`config.mk`:
```
export PLATFORM = sky130hd
export DESIGN_NAME = ex_stage_top
export DESIGN_NICKNAME = d
export VERILOG_FILES = /design/src/ex_pkg.sv /design/src/stage_reg.sv /design/src/ex_alu.sv /design/src/ex_mul.sv /design/src/execute.sv /design/src/ex_stage_top.sv
export SDC_FILE = /design/constraint.sdc
export NUM_CORES = 1
export LEC_CHECK = 0
export ABC_AREA = 1
export BUFFER_PORTS_ARGS = -buffer_cell sky130_fd_sc_hd__buf_2
export CAP_MARGIN = 20
export CORE_UTILIZATION = 30
export DETAILED_ROUTE_END_ITERATION = 8
export PLACE_DENSITY = 0.56
export SYNTH_ARGS = -nofsm -noshare
export SYNTH_HDL_FRONTEND = slang
export SYNTH_SLANG_ARGS = --single-unit
```
`constraint.sdc`:
```
create_clock -name clk -period 17.7 [get_ports clk]
set_clock_uncertainty 0.15 [all_clocks]
set_input_delay 2.655 -clock clk [delete_from_list [all_inputs] [get_ports clk]]
set_output_delay 2.655 -clock clk [all_outputs]
set_load 0.01 [all_outputs]
```
`src/ex_pkg.sv`:
```
`default_nettype none

package ex_pkg;

    // data path and register number widths
    localparam int xlen       = 32;
    localparam int reg_addr_w = 5;

    // immediate fields as carried in the instruction
    localparam int off26_w = 26;
    localparam int off16_w = 16;

    // multiplier retires one bit per cycle
    localparam int mul_steps = 32;
    localparam int mul_cnt_w = $clog2(mul_steps);

    typedef enum logic [3:0] {
        alu_add   = 4'd0,
        alu_sub   = 4'd1,
        alu_and   = 4'd2,
        alu_or    = 4'd3,
        alu_xor   = 4'd4,
        alu_sll   = 4'd5,
        alu_srl   = 4'd6,
        alu_sra   = 4'd7,
        alu_slt   = 4'd8,
        alu_sltu  = 4'd9,
        alu_passb = 4'd10
    } alu_op_t;

    // memory access size
    typedef enum logic [1:0] {
        dsize_byte = 2'd0,
        dsize_half = 2'd1,
        dsize_word = 2'd2
    } dsize_t;

    // one issued instruction, as handed over by decode
    typedef struct packed {
        logic [xlen-1:0]       next_pc;
        logic [xlen-1:0]       op_a;
        logic [xlen-1:0]       op_b;
        logic [xlen-1:0]       f1;
        logic [xlen-1:0]       f2;
        logic [off26_w-1:0]    offset26;
        logic [off16_w-1:0]    offset16;
        logic [reg_addr_w-1:0] dest_reg;
        logic [reg_addr_w-1:0] fdest_reg;
        alu_op_t               alu_op;
        logic                  jump;
        logic                  branch;
        logic                  branch_zero;
        logic                  reg_to_pc;
        logic                  pc_to_reg;
        logic                  reg_write;
        logic                  mem_to_reg;
        logic                  mem_write;
        logic                  load_sign;
        logic                  mul;
        logic                  fp_reg_write;
        logic                  mov_fp2i;
        logic                  mov_i2fp;
        dsize_t                dsize;
        logic [xlen-1:0]       mem_val;
    } issue_t;

    // completed instruction on its way to memory
    typedef struct packed {
        logic [xlen-1:0]       alu_result;
        logic [xlen-1:0]       leap_addr;
        logic [xlen-1:0]       next_pc;
        logic [xlen-1:0]       mem_val;
        logic [2*xlen-1:0]     fp_bus;
        logic                  leap;
        logic [reg_addr_w-1:0] dest_reg;
        logic [reg_addr_w-1:0] fdest_reg;
        logic                  pc_to_reg;
        logic                  reg_write;
        logic                  mem_to_reg;
        logic                  mem_write;
        logic                  load_sign;
        logic                  fp_reg_write;
        logic                  mul;
        dsize_t                dsize;
    } result_t;

endpackage

`default_nettype wire

```
`src/stage_reg.sv`:
```
`timescale 1ns/100ps
`default_nettype none

module stage_reg #(
    parameter type payload_t = logic
) (
    input  logic     clk,
    input  logic     rst_n,
    input  logic     in_valid,
    output logic     in_ready,
    input  payload_t in_data,
    output logic     out_valid,
    input  logic     out_ready,
    output payload_t out_data
);

    logic     full_q;
    payload_t data_q;

    // room when empty, or when the held item leaves this cycle
    assign in_ready  = !full_q || out_ready;
    assign out_valid = full_q;
    assign out_data  = data_q;

    always_ff @(posedge clk) begin
        if (!rst_n) begin
            full_q <= 1'b0;
        end else if (in_ready) begin
            full_q <= in_valid;
        end
    end

    // loads on transfer only
    always_ff @(posedge clk) begin
        if (in_valid && in_ready) begin
            data_q <= in_data;
        end
    end

endmodule

`default_nettype wire

```
`src/ex_alu.sv`:
```
`timescale 1ns/100ps
`default_nettype none

module ex_alu (
    input  logic [ex_pkg::xlen-1:0] a,
    input  logic [ex_pkg::xlen-1:0] b,
    input  ex_pkg::alu_op_t         op,
    output logic [ex_pkg::xlen-1:0] result,
    output logic                    zero
);

    logic [$clog2(ex_pkg::xlen)-1:0] shamt;
    logic                            lt_signed;
    logic                            lt_unsigned;

    // shift amount from the low bits of b
    assign shamt = b[$clog2(ex_pkg::xlen)-1:0];

    assign lt_signed   = $signed(a) < $signed(b);
    assign lt_unsigned = a < b;

    always_comb begin
        case (op)
            ex_pkg::alu_add:   result = a + b;
            ex_pkg::alu_sub:   result = a - b;
            ex_pkg::alu_and:   result = a & b;
            ex_pkg::alu_or:    result = a | b;
            ex_pkg::alu_xor:   result = a ^ b;
            ex_pkg::alu_sll:   result = a << shamt;
            ex_pkg::alu_srl:   result = a >> shamt;
            ex_pkg::alu_sra:   result = $signed(a) >>> shamt;
            ex_pkg::alu_slt: begin
                result = {{(ex_pkg::xlen-1){1'b0}}, lt_signed};
            end
            ex_pkg::alu_sltu: begin
                result = {{(ex_pkg::xlen-1){1'b0}}, lt_unsigned};
            end
            ex_pkg::alu_passb: result = b;
            default:           result = '0;
        endcase
    end

    // branch test looks at operand a, not at the result
    assign zero = (a == '0);

endmodule

`default_nettype wire

```
`src/ex_mul.sv`:
```
`timescale 1ns/100ps
`default_nettype none

module ex_mul (
    input  logic                      clk,
    input  logic                      rst_n,
    input  logic                      start,
    input  logic [ex_pkg::xlen-1:0]   a,
    input  logic [ex_pkg::xlen-1:0]   b,
    output logic                      busy,
    output logic                      done,
    output logic [2*ex_pkg::xlen-1:0] product
);

    logic [ex_pkg::xlen-1:0]      mcand_q;
    logic [2*ex_pkg::xlen-1:0]    acc_q;
    logic [ex_pkg::mul_cnt_w-1:0] step_q;
    logic [ex_pkg::xlen:0]        partial;

    // upper half plus multiplicand when the current multiplier bit is set
    assign partial = {1'b0, acc_q[2*ex_pkg::xlen-1:ex_pkg::xlen]}
                   + (acc_q[0] ? {1'b0, mcand_q} : '0);

    assign product = acc_q;

    always_ff @(posedge clk) begin
        if (!rst_n) begin
            busy   <= 1'b0;
            done   <= 1'b0;
            step_q <= '0;
        end else begin
            done <= 1'b0;
            if (!busy) begin
                if (start) begin
                    busy   <= 1'b1;
                    step_q <= '0;
                end
            end else begin
                step_q <= step_q + 1'b1;
                if (int'(step_q) == ex_pkg::mul_steps - 1) begin
                    busy <= 1'b0;
                    done <= 1'b1;
                end
            end
        end
    end

    // low half starts as the multiplier and shifts out one bit per step
    always_ff @(posedge clk) begin
        if (!busy && start) begin
            mcand_q <= a;
            acc_q   <= {{ex_pkg::xlen{1'b0}}, b};
        end else if (busy) begin
            acc_q <= {partial, acc_q[ex_pkg::xlen-1:1]};
        end
    end

endmodule

`default_nettype wire

```
`src/execute.sv`:
```
`timescale 1ns/100ps
`default_nettype none

module execute (
    input  logic            clk,
    input  logic            rst_n,
    input  logic            iss_valid,
    output logic            iss_ready,
    input  ex_pkg::issue_t  iss,
    output logic            res_valid,
    input  logic            res_ready,
    output ex_pkg::result_t res
);

    typedef enum logic [1:0] {
        st_idle,
        st_mul,
        st_hold
    } state_t;

    state_t state_q;
    state_t state_d;

    logic [ex_pkg::xlen-1:0]   alu_out;
    logic                      alu_zero;
    logic [ex_pkg::xlen-1:0]   imm16_ext;
    logic [ex_pkg::xlen-1:0]   imm26_ext;
    logic [ex_pkg::xlen-1:0]   pc_target;
    logic                      mul_start;
    logic                      mul_busy;
    logic                      mul_done;
    logic [2*ex_pkg::xlen-1:0] mul_product;

    ex_alu alu_i (
        .a      (iss.op_a),
        .b      (iss.op_b),
        .op     (iss.alu_op),
        .result (alu_out),
        .zero   (alu_zero)
    );

    // fp operands; product stays put until the next start
    ex_mul mul_i (
        .clk     (clk),
        .rst_n   (rst_n),
        .start   (mul_start),
        .a       (iss.f1),
        .b       (iss.f2),
        .busy    (mul_busy),
        .done    (mul_done),
        .product (mul_product)
    );

    assign mul_start = (state_q == st_idle) && iss_valid && iss.mul && !mul_busy;

    always_comb begin
        state_d = state_q;
        case (state_q)
            st_idle: if (mul_start) state_d = st_mul;
            st_mul:  if (mul_done) state_d = st_hold;
            st_hold: if (res_ready) state_d = st_idle;
            default: state_d = st_idle;
        endcase
    end

    always_ff @(posedge clk) begin
        if (!rst_n) begin
            state_q <= st_idle;
        end else begin
            state_q <= state_d;
        end
    end

    // non-mul items go straight through; a multiply waits for its product
    always_comb begin
        case (state_q)
            st_idle: begin
                res_valid = iss_valid && !iss.mul;
                iss_ready = res_ready && !iss.mul;
            end
            st_hold: begin
                res_valid = 1'b1;
                iss_ready = res_ready;
            end
            default: begin
                res_valid = 1'b0;
                iss_ready = 1'b0;
            end
        endcase
    end

    // sign extension of both offsets
    assign imm16_ext = {{(ex_pkg::xlen-ex_pkg::off16_w){iss.offset16[ex_pkg::off16_w-1]}},
                        iss.offset16};
    assign imm26_ext = {{(ex_pkg::xlen-ex_pkg::off26_w){iss.offset26[ex_pkg::off26_w-1]}},
                        iss.offset26};

    // branches use the short offset, jumps the long one
    assign pc_target = iss.next_pc + (iss.branch ? imm16_ext : imm26_ext);

    always_comb begin
        res.alu_result   = iss.mov_fp2i ? iss.f1 : alu_out;
        res.leap_addr    = iss.reg_to_pc ? iss.op_a : pc_target;
        res.leap         = iss.jump || (iss.branch && (alu_zero == iss.branch_zero));
        res.fp_bus       = iss.mov_i2fp ? {{ex_pkg::xlen{1'b0}}, iss.op_a} : mul_product;
        // memory and writeback control rides along untouched
        res.next_pc      = iss.next_pc;
        res.mem_val      = iss.mem_val;
        res.dest_reg     = iss.dest_reg;
        res.fdest_reg    = iss.fdest_reg;
        res.pc_to_reg    = iss.pc_to_reg;
        res.reg_write    = iss.reg_write;
        res.mem_to_reg   = iss.mem_to_reg;
        res.mem_write    = iss.mem_write;
        res.load_sign    = iss.load_sign;
        res.fp_reg_write = iss.fp_reg_write;
        res.mul          = iss.mul;
        res.dsize        = iss.dsize;
    end

endmodule

`default_nettype wire

```
`src/ex_stage_top.sv`:
```
`timescale 1ns/100ps
`default_nettype none

module ex_stage_top (
    input  logic                            clk,
    input  logic                            rst_n,
    input  logic                            in_valid,
    output logic                            in_ready,
    // issue fields
    input  logic [ex_pkg::xlen-1:0]         next_pc,
    input  logic [ex_pkg::xlen-1:0]         op_a,
    input  logic [ex_pkg::xlen-1:0]         op_b,
    input  logic [ex_pkg::xlen-1:0]         f1,
    input  logic [ex_pkg::xlen-1:0]         f2,
    input  logic [ex_pkg::off26_w-1:0]      offset26,
    input  logic [ex_pkg::off16_w-1:0]      offset16,
    input  logic [ex_pkg::reg_addr_w-1:0]   dest_reg,
    input  logic [ex_pkg::reg_addr_w-1:0]   fdest_reg,
    input  ex_pkg::alu_op_t                 alu_op,
    input  logic                            jump,
    input  logic                            branch,
    input  logic                            branch_zero,
    input  logic                            reg_to_pc,
    input  logic                            pc_to_reg,
    input  logic                            reg_write,
    input  logic                            mem_to_reg,
    input  logic                            mem_write,
    input  logic                            load_sign,
    input  logic                            mul,
    input  logic                            fp_reg_write,
    input  logic                            mov_fp2i,
    input  logic                            mov_i2fp,
    input  ex_pkg::dsize_t                  dsize,
    input  logic [ex_pkg::xlen-1:0]         mem_val,
    output logic                            out_valid,
    input  logic                            out_ready,
    // result fields
    output logic [ex_pkg::xlen-1:0]         res_alu_result,
    output logic [ex_pkg::xlen-1:0]         res_leap_addr,
    output logic [ex_pkg::xlen-1:0]         res_next_pc,
    output logic [ex_pkg::xlen-1:0]         res_mem_val,
    output logic [2*ex_pkg::xlen-1:0]       res_fp_bus,
    output logic                            res_leap,
    output logic [ex_pkg::reg_addr_w-1:0]   res_dest_reg,
    output logic [ex_pkg::reg_addr_w-1:0]   res_fdest_reg,
    output logic                            res_pc_to_reg,
    output logic                            res_reg_write,
    output logic                            res_mem_to_reg,
    output logic                            res_mem_write,
    output logic                            res_load_sign,
    output logic                            res_fp_reg_write,
    output logic                            res_mul,
    output ex_pkg::dsize_t                  res_dsize
);

    ex_pkg::issue_t  in_pkt;
    ex_pkg::issue_t  iss_pkt;
    ex_pkg::result_t ex_res;
    ex_pkg::result_t out_pkt;
    logic            iss_valid;
    logic            iss_ready;
    logic            ex_valid;
    logic            ex_ready;

    assign in_pkt = '{
        next_pc:      next_pc,
        op_a:         op_a,
        op_b:         op_b,
        f1:           f1,
        f2:           f2,
        offset26:     offset26,
        offset16:     offset16,
        dest_reg:     dest_reg,
        fdest_reg:    fdest_reg,
        alu_op:       alu_op,
        jump:         jump,
        branch:       branch,
        branch_zero:  branch_zero,
        reg_to_pc:    reg_to_pc,
        pc_to_reg:    pc_to_reg,
        reg_write:    reg_write,
        mem_to_reg:   mem_to_reg,
        mem_write:    mem_write,
        load_sign:    load_sign,
        mul:          mul,
        fp_reg_write: fp_reg_write,
        mov_fp2i:     mov_fp2i,
        mov_i2fp:     mov_i2fp,
        dsize:        dsize,
        mem_val:      mem_val
    };

    stage_reg #(.payload_t(ex_pkg::issue_t)) in_reg (
        .clk       (clk),
        .rst_n     (rst_n),
        .in_valid  (in_valid),
        .in_ready  (in_ready),
        .in_data   (in_pkt),
        .out_valid (iss_valid),
        .out_ready (iss_ready),
        .out_data  (iss_pkt)
    );

    execute exec_i (
        .clk       (clk),
        .rst_n     (rst_n),
        .iss_valid (iss_valid),
        .iss_ready (iss_ready),
        .iss       (iss_pkt),
        .res_valid (ex_valid),
        .res_ready (ex_ready),
        .res       (ex_res)
    );

    stage_reg #(.payload_t(ex_pkg::result_t)) out_reg (
        .clk       (clk),
        .rst_n     (rst_n),
        .in_valid  (ex_valid),
        .in_ready  (ex_ready),
        .in_data   (ex_res),
        .out_valid (out_valid),
        .out_ready (out_ready),
        .out_data  (out_pkt)
    );

    // unpack toward the memory stage
    assign res_alu_result   = out_pkt.alu_result;
    assign res_leap_addr    = out_pkt.leap_addr;
    assign res_next_pc      = out_pkt.next_pc;
    assign res_mem_val      = out_pkt.mem_val;
    assign res_fp_bus       = out_pkt.fp_bus;
    assign res_leap         = out_pkt.leap;
    assign res_dest_reg     = out_pkt.dest_reg;
    assign res_fdest_reg    = out_pkt.fdest_reg;
    assign res_pc_to_reg    = out_pkt.pc_to_reg;
    assign res_reg_write    = out_pkt.reg_write;
    assign res_mem_to_reg   = out_pkt.mem_to_reg;
    assign res_mem_write    = out_pkt.mem_write;
    assign res_load_sign    = out_pkt.load_sign;
    assign res_fp_reg_write = out_pkt.fp_reg_write;
    assign res_mul          = out_pkt.mul;
    assign res_dsize        = out_pkt.dsize;

endmodule

`default_nettype wire

```
==> flow_summary_export.csv, run 1 <==
group,metric,value,unit
status,status,"completed",
placed_design,gp_congestion,1.05,
logic_synthesis,synthesis.area,33800,µm²
clocking,tritoncts,"yes",
min_path,hold_class,"reg -> reg",
logic_synthesis,ys_seq_elements,582,
worst_setup_path,required,14900,ps
placed_design,post-dp-hpwl,105,mm
drt,highest_layer,"met5",
drt,drt-initial-drc-count,2625,
logic_synthesis,synth_sequential_area_ratio,0.504,
layout,postLayoutCoreUtil,0.358,
clocking,cts.sinks,582,
worst_setup_path,crit_end,"in_ready",
drt,avgViaCountPerCell,5.04,
floorplan,die_x,338,µm
clocking,post-cts-setup-buffers,0,
worst_setup_path,r2r_end,"out_reg.out_data[200]$_DFFE_PP_",
layout,diodes,0,
job,drv_cap,0,
worst_setup_path,worstPathCellList,"buf_2 -> nor2_1 -> inv_1 -> nand2_1 -> o21ai_0 -> buf_2",
pwr,ir_drop,79.0,µV
clocking,cts-root-buf,"clkbuf_16",
pwr,switching_share,0.321,
grt,overflow,0,
worst_setup_path,path_common_cell,"buf_2",
pwr,p_leak,0.0177,µW
drt,drt_pre_antenna_iters,8,
pwr,combPwrFrac,0.218,
layout,layout-drive-gt1-share,0.154,
worst_setup_path,arrival,3480,ps
pwr,intPower,2640,µW
drt,routed_wl,136,mm
logic_synthesis,synth-edff-count,539,
logic_synthesis,synth_warnings,0,
logic_synthesis,synthFlopType,"edfxtp_1",
grt,grt_max_degree,157,
floorplan,core_area,111000,µm²
floorplan,die_area,114000,µm²
pwr,clkPwrFrac,0.349,
worst_setup_path,crit_path_max_incr_delay,280,ps
drt,met2_length,63.1,mm
clocking,clk_pin_slew,60,ps
clocking,post_cts_resized,0,
sta,setup_viol,0,
sta,slew_headroom,0.280,
clocking,worst_skew_pair.late_latency,650,ps
worst_setup_path,r2r-start,"in_reg.out_data[170]$_DFFE_PP_",
clocking,cts_htree_levels,3,
placed_design,port_buffers,480,
layout,n_fill_cell,11600,
floorplan,fp.dieH,338,µm
worst_setup_path,path_max_fanout,3,
worst_setup_path,criticalPathCategory,"in -> out",
logic_synthesis,async_flop_share,0,
sta,min_period_over_period,0.355,
drt,met1Wirelength,57.6,mm
floorplan,rows,122,
sta,slew_violations,0,
grt,track_usage,0.233,
clocking,clk_path_buf_depth,3,
drt,vias,30200,
drt,ant_nets,0,
floorplan,start_util,0.304,
logic_synthesis,postSynthCellCount,4009,
worst_setup_path,startpoint_type,"input port",
pwr,p_seq_frac,0.433,
grt,antenna_found_initial,14,
logic_synthesis,syn_area_per_cell,8.44,µm²
logic_synthesis,syn_nets,4449,
grt,grt_pass1_wl,194,mm
layout,syn2layout_area_growth,17.9,%
clocking,cts_buffers,68,
floorplan,io-pin-count,481,
sta,clock.fmax,159,MHz
sta,tightest_slew,1070,ps
min_path,hp-start,"in_reg.out_data[25]$_DFFE_PP_",
logic_synthesis,yosysUniqueCellTypes,51,
clocking,cts_hold_buf,0,
drt,drc,0,
worst_setup_path,reg2reg_slack,13530,ps
worst_setup_path,crit_start,"out_ready",
sta,rsz0062_at_grt,"no",
sta,setup_tns,0,ps
worst_setup_path,rr_worst_depth,17,
grt,grt_pass1_vias,29000,
worst_setup_path,end_kind,"output pin",
pwr,powerDensity,97.6,nW/µm²
drt,dr_wl_met3,9.07,mm
pwr,power_switching,1250,µW
layout,final_nets,4899,
sta,min_period,6280,ps
worst_setup_path,crit_slowest_cell,"nor2_1",
sta,hold_viol,0,
drt,wl_per_cell,22.7,µm
layout by cell type (no fill, tap or decap), types with 47 or more instances in the layout:
master	n
nand2_1	1094
edfxtp_1	539
nand3_1	490
buf_2	480
inv_1	438
nor2_1	311
a21oi_1	221
o21ai_0	184
ha_1	169
clkbuf_16	68
nand4_1	47
state kept, by name, indices dropped and copies added (netlist names):
signal,flops
out_reg.out_data,212
exec_i.mul_i.product,64
in_reg.out_valid,1
exec_i.state_q,2
out_reg.out_valid,1
exec_i.mul_i.step_q,5
exec_i.mul_i.done,1
exec_i.mul_i.busy,1
exec_i.mul_i.mcand_q,32
in_reg.out_data,263
power by group through the flow:
stage	Combinational, µW	Sequential (µW)	Clock, µW
2_1_floorplan	524	1720	0
3_3_place_gp	833	1710	0
3_5_place_dp	836	1720	0
4_1_cts	840	1690	1400
5_1_grt	937	1690	1450
6_report	850	1690	1360
worst min-delay path by stage:
| stage | endpoint | depth (start not counted) | slack (ps) |
|---|---|---|---|
| floorplan | out_reg.out_data[0]$_DFFE_PP_ | 0 | 250 |
| global placement | out_reg.out_data[5]$_DFFE_PP_ | 0 | 250 |
| detailed placement | out_reg.out_data[107]$_DFFE_PP_ | 0 | 250 |
| CTS | out_reg.out_data[91]$_DFFE_PP_ | 0 | 270 |
| global route | out_reg.out_data[5]$_DFFE_PP_ | 0 | 270 |
| finish | out_reg.out_data[109]$_DFFE_PP_ | 0 | 270 |
through the flow:
step	hold slack, ps	setup slack [ps]	std cells	total power (µW)	instance area (µm²)
floorplan	250	2490	4009	2250	33800
global route	271	11290	6002	4080	39900
global placement	250	11380	5877	2550	37800
CTS	267	11420	6002	3930	39900
detailed placement	255	11410	5877	2550	37800
finish	266	11420	6002	3890	39900
layer usage:
metal / vias to the layer above / global-route usage
li1: 14500 / -
met1: 14400 / 0.301
met2: 1128 / 0.378
met3: 226 / 0.0449
met4: 24 / 0.102
met5: - / 0
worst max-delay path, delay by kind of cell:
family	cells	cell delay, ps
buf+inv	3	360
compound gates	1	110
simple gates	2	350
synth_stat cells, types with 11 or more instances:
cell type     n  area (µm²)
buf_4        11        82.6
inv_2        12        45.0
edfxtp_1    539       16200
nor3_1       37         185
and2_1       13        81.3
nand3_1     490        2450
a21boi_0     11        82.6
o21ai_1      20         100
o211ai_1     25         188
a21oi_1     221        1110
nor4_1       12        75.1
or2_2        13        81.3
nand2_1    1096        4110
nor2_2       11        68.8
buf_2        55         275
mux2_2       14         158
nor2_1      314        1180
o22ai_1      44         275
o21ai_0     184         921
nand4_1      47         294
clkbuf_1     64         240
inv_1       439        1650
ha_1        169        2110
dfxtp_1      43         861
o21bai_1     24         180
area by class of cell:
cell class,instances,area (µm²),area share
multi-input combinational,2828,14400,0.361
sequential,582,17000,0.427
clock buffer,84,1770,0.0444
clock inverter,41,355,0.00891
tap,1488,1860,0.0467
timing repair buffer,523,2750,0.0689
inverter,456,1720,0.0431
cell families after synthesis:
group                      share of synthesized area
and+or+nand+nor                                0.257
buffers and inverters                         0.0718
DFF                                            0.504
AOI/OAI and AO/OA                             0.0945
adders and majority gates                     0.0648
muxes                                        0.00495
xor gates and xnor gates                     0.00362
Power figures use the tool's default switching activity.
==> run 2: changes to the inputs <==
--- a/config.mk
+++ b/config.mk
@@ -5,12 +5,12 @@
 export SDC_FILE = /design/constraint.sdc
 export NUM_CORES = 1
 export LEC_CHECK = 0
-export ABC_AREA = 1
+export ABC_AREA = 0
 export BUFFER_PORTS_ARGS = -buffer_cell sky130_fd_sc_hd__buf_2
 export CAP_MARGIN = 20
 export CORE_UTILIZATION = 30
 export DETAILED_ROUTE_END_ITERATION = 8
-export PLACE_DENSITY = 0.56
+export PLACE_DENSITY = 0.58
 export SYNTH_ARGS = -nofsm -noshare
 export SYNTH_HDL_FRONTEND = slang
 export SYNTH_SLANG_ARGS = --single-unit
==> constraint.sdc (replaced) <==
create_clock -name clk -period 5.7 [get_ports clk]
set_clock_uncertainty 0.15 [all_clocks]
set_input_delay 0.855 -clock clk [delete_from_list [all_inputs] [get_ports clk]]
set_output_delay 0.855 -clock clk [all_outputs]
set_load 0.01 [all_outputs]
==> run 2 against run 1 <==
Non-clock buffer count rose by 23. Global-route usage shrank 2.2 points. Final cell count decreased by 22%. Sequential share of layout area up 2.0 points. Critical endpoint is now out_reg.out_data[178]$_DFFE_PP_. Highest routed layer unchanged.
==> flow_summary_export.csv, run 2 <==
group,metric,value,unit
logic_synthesis,syn_area_per_cell,11.3,µm²
logic_synthesis,synth_warnings,0,
sta,hold_viol,0,
drt,drc,0,
logic_synthesis,netlist.area_leader.share,0.510,
clocking,cts-root-buf,"clkbuf_16",
placed_design,post-dp-hpwl,86.4,mm
pwr,powerDensity,311,nW/µm²
layout,final_nets,3708,
clocking,clk_path_buf_depth,3,
logic_synthesis,yosysTopAreaCell,"edfxtp_1",
layout,layout-drive-gt1-share,0.242,
logic_synthesis,syn_nets,3255,
logic_synthesis,synth_mux_area_frac,0.0695,
logic_synthesis,synth_most_common_cell,"edfxtp_1",
worst_setup_path,path_max_fanout,28,
worst_setup_path,end_kind,"flip-flop",
drt,routed_wl,116,mm
logic_synthesis,synth_compound_area_frac,0.169,
sta,min_period_over_period,0.813,
pwr,ir_drop,247,µV
sta,tightest_slew,1110,ps
worst_setup_path,startpoint_type,"flip-flop",
floorplan,die_area,107000,µm²
drt,ant_nets,0,
logic_synthesis,synthSimpleGateAreaFrac,0.104,
drt,drt_pre_antenna_iters,6,
sta,setup_viol,0,
floorplan,start_util,0.305,
grt,grt_pass1_vias,24800,
logic_synthesis,ys_seq_elements,582,
logic_synthesis,synthesis.area,31800,µm²
drt,avgViaCountPerCell,5.29,
clocking,cts_buffers,68,
job,drv_cap,0,
floorplan,rows,118,
sta,finalWorstSetupSlack,1070,ps
floorplan,core_area,104000,µm²
sta,clock.fmax,216,MHz
min_path,hold_class,"in -> reg",
logic_synthesis,synth_top_family_by_area,"compound AO/OA/AOI/OAI gates",
worst_setup_path,crit_start,"in_reg.out_data[45]$_DFFE_PP_",
logic_synthesis,postSynthCellCount,2815,
clocking,worst_skew_pair.late_latency,630,ps
layout,syn2layout_area_growth,19.9,%
clocking,clk_pin_slew,60,ps
floorplan,io-pin-count,481,
clocking,cts.sinks,582,
clocking,post_cts_resized,0,
worst_setup_path,r2r-start,"in_reg.out_data[45]$_DFFE_PP_",
layout,largest_reg_flops,263,
sta,slew_violations,0,
floorplan,fp.dieH,327,µm
min_path,hp-start,"mem_val[9]",
sta,rsz0062_at_grt,"no",
logic_synthesis,synth_sequential_area_ratio,0.537,
logic_synthesis,async_flop_share,0,
status,status,"completed",
placed_design,dp_slack,1060,ps
sta,whs,244,ps
grt,overflow,0,
layout,n_fill_cell,10600,
layout,final_cell_mix,"edfxtp_1 (539), buf_2 (480), nand2_1 (221), o21ai_0 (214), nor2_1 (194)",
clocking,cts_htree_levels,3,
layout,mostFrequentLayoutCell,"edfxtp_1",
logic_synthesis,synth-xor-area-share,0.0149,
clocking,cts_hold_buf,0,
grt,grt_pass1_wl,168,mm
placed_design,gp_congestion,0.983,
sta,slew_headroom,0.258,
logic_synthesis,synth-edff-count,539,
sta,min_period,4630,ps
pwr,total_power,11800,µW
drt,wl_per_cell,24.7,µm
logic_synthesis,synth_common_cells,"edfxtp_1 (539), nand2_1 (221), o21ai_0 (214), nor2_1 (195), a21oi_1 (187)",
clocking,post-cts-setup-buffers,0,
grt,track_usage,0.211,
floorplan,die_x,327,µm
drt,vias,24900,
logic_synthesis,synthFlopType,"edfxtp_1",
worst_setup_path,arrival,4840,ps
grt,antenna_found_initial,14,
logic_synthesis,yosysUniqueCellTypes,89,
placed_design,port_buffers,480,
clocking,tritoncts,"yes",
drt,drt-initial-drc-count,2417,
grt,grt_max_degree,81,
worst_setup_path,criticalPathCategory,"reg -> reg",
logic_synthesis,yosys.area_share.adder,0.0691,
logic_synthesis,synth_area_leaders,"edfxtp_1 (51%), ha_1 (6.7%), o21ai_0 (3.4%), mux2_2 (3.0%), a21oi_1 (2.9%)",
pwr,p_leak,0.0148,µW
worst_setup_path,required,5900,ps
==> run 2: cell types whose count changed in the layout (fill, tap and decap cells not counted), moves of 30 or more <==
cell      delta
a211oi_1    +31
a21oi_1     -34
inv_1      -302
mux2_2      +70
mux2i_1     +62
nand2_1    -873
nand3_1    -456
nand4_1     -34
nor2_1     -117
nor2b_1     +50
o21ai_0     +30
==> run 2: layer usage <==
metal | vias up | share of wire | global-route usage
met2 | 1092 | 0.48 | 0.353
met5 | - | 0.0012 | 0
li1 | 11500 | - | -
met4 | 20 | 0.034 | 0.0732
met1 | 12000 | 0.41 | 0.266
met3 | 209 | 0.079 | 0.0506
==> run 2: final cells by class <==
| type | count | area [µm²] | share of cell area |
|---|---|---|---|
| antenna | 2 | 5.00 | 0.000131 |
| multi-input combinational | 1926 | 13600 | 0.358 |
| clock inverter | 42 | 387 | 0.0102 |
| clock buffer | 82 | 1790 | 0.0469 |
| timing repair buffer | 546 | 2970 | 0.0781 |
| sequential | 582 | 17000 | 0.448 |
| tap | 1380 | 1730 | 0.0453 |
| inverter | 144 | 541 | 0.0142 |
==> run 2: path summary, 6_finish.rpt <==
| path | cells after the start | slack (ps) | end |
|---|---|---|---|
| max | 14 | 1070 | out_reg.out_data[178]$_DFFE_PP_ |
| min reg2reg | 0 | 260 | out_reg.out_data[115]$_DFFE_PP_ |
| min | 1 | 240 | in_reg.out_data[9]$_DFFE_PP_ |
| max reg2reg | 14 | 1070 | out_reg.out_data[178]$_DFFE_PP_ |
==> run 2: cell families after synthesis <==
family,count (synthesis)
muxes,175
adders and majority gates,173
and+or+nand+nor,701
DFF,582
AOI/OAI and AO/OA,823
buffers and inverters,307
xor gates and xnor gates,54
==> run 2: report_power, final <==
part	total, µW	internal (µW)	switching, µW
Combinational	2310	870	1440
Sequential	5250	5040	217
Clock	4280	2450	1830
Total	11800	8350	3480
==> run 2: worst max-delay path, cell delays in order, from the launching register on <==
cell,delay [ps]
edfxtp_1,1040
mux2_2,420
ha_1,210
inv_1,80
fa_1,200
nor2b_1,60
o31a_1,270
o31a_1,310
o2111a_1,330
o2111ai_1,260
a31oi_1,170
or4_1,420
a31oi_1,210
xor2_1,160
o21ai_1,70
==> run 2: stage by stage <==
step	area [µm²]	TNS [ps]	cells	util
after floorplan	31800	-175880	2815	-
after global placement	35900	0	4578	0.344
after detailed placement	35900	0	4578	0.344
after CTS	38100	0	4702	0.365
after global routing	38100	0	4702	0.365
final	38100	0	4704	0.365
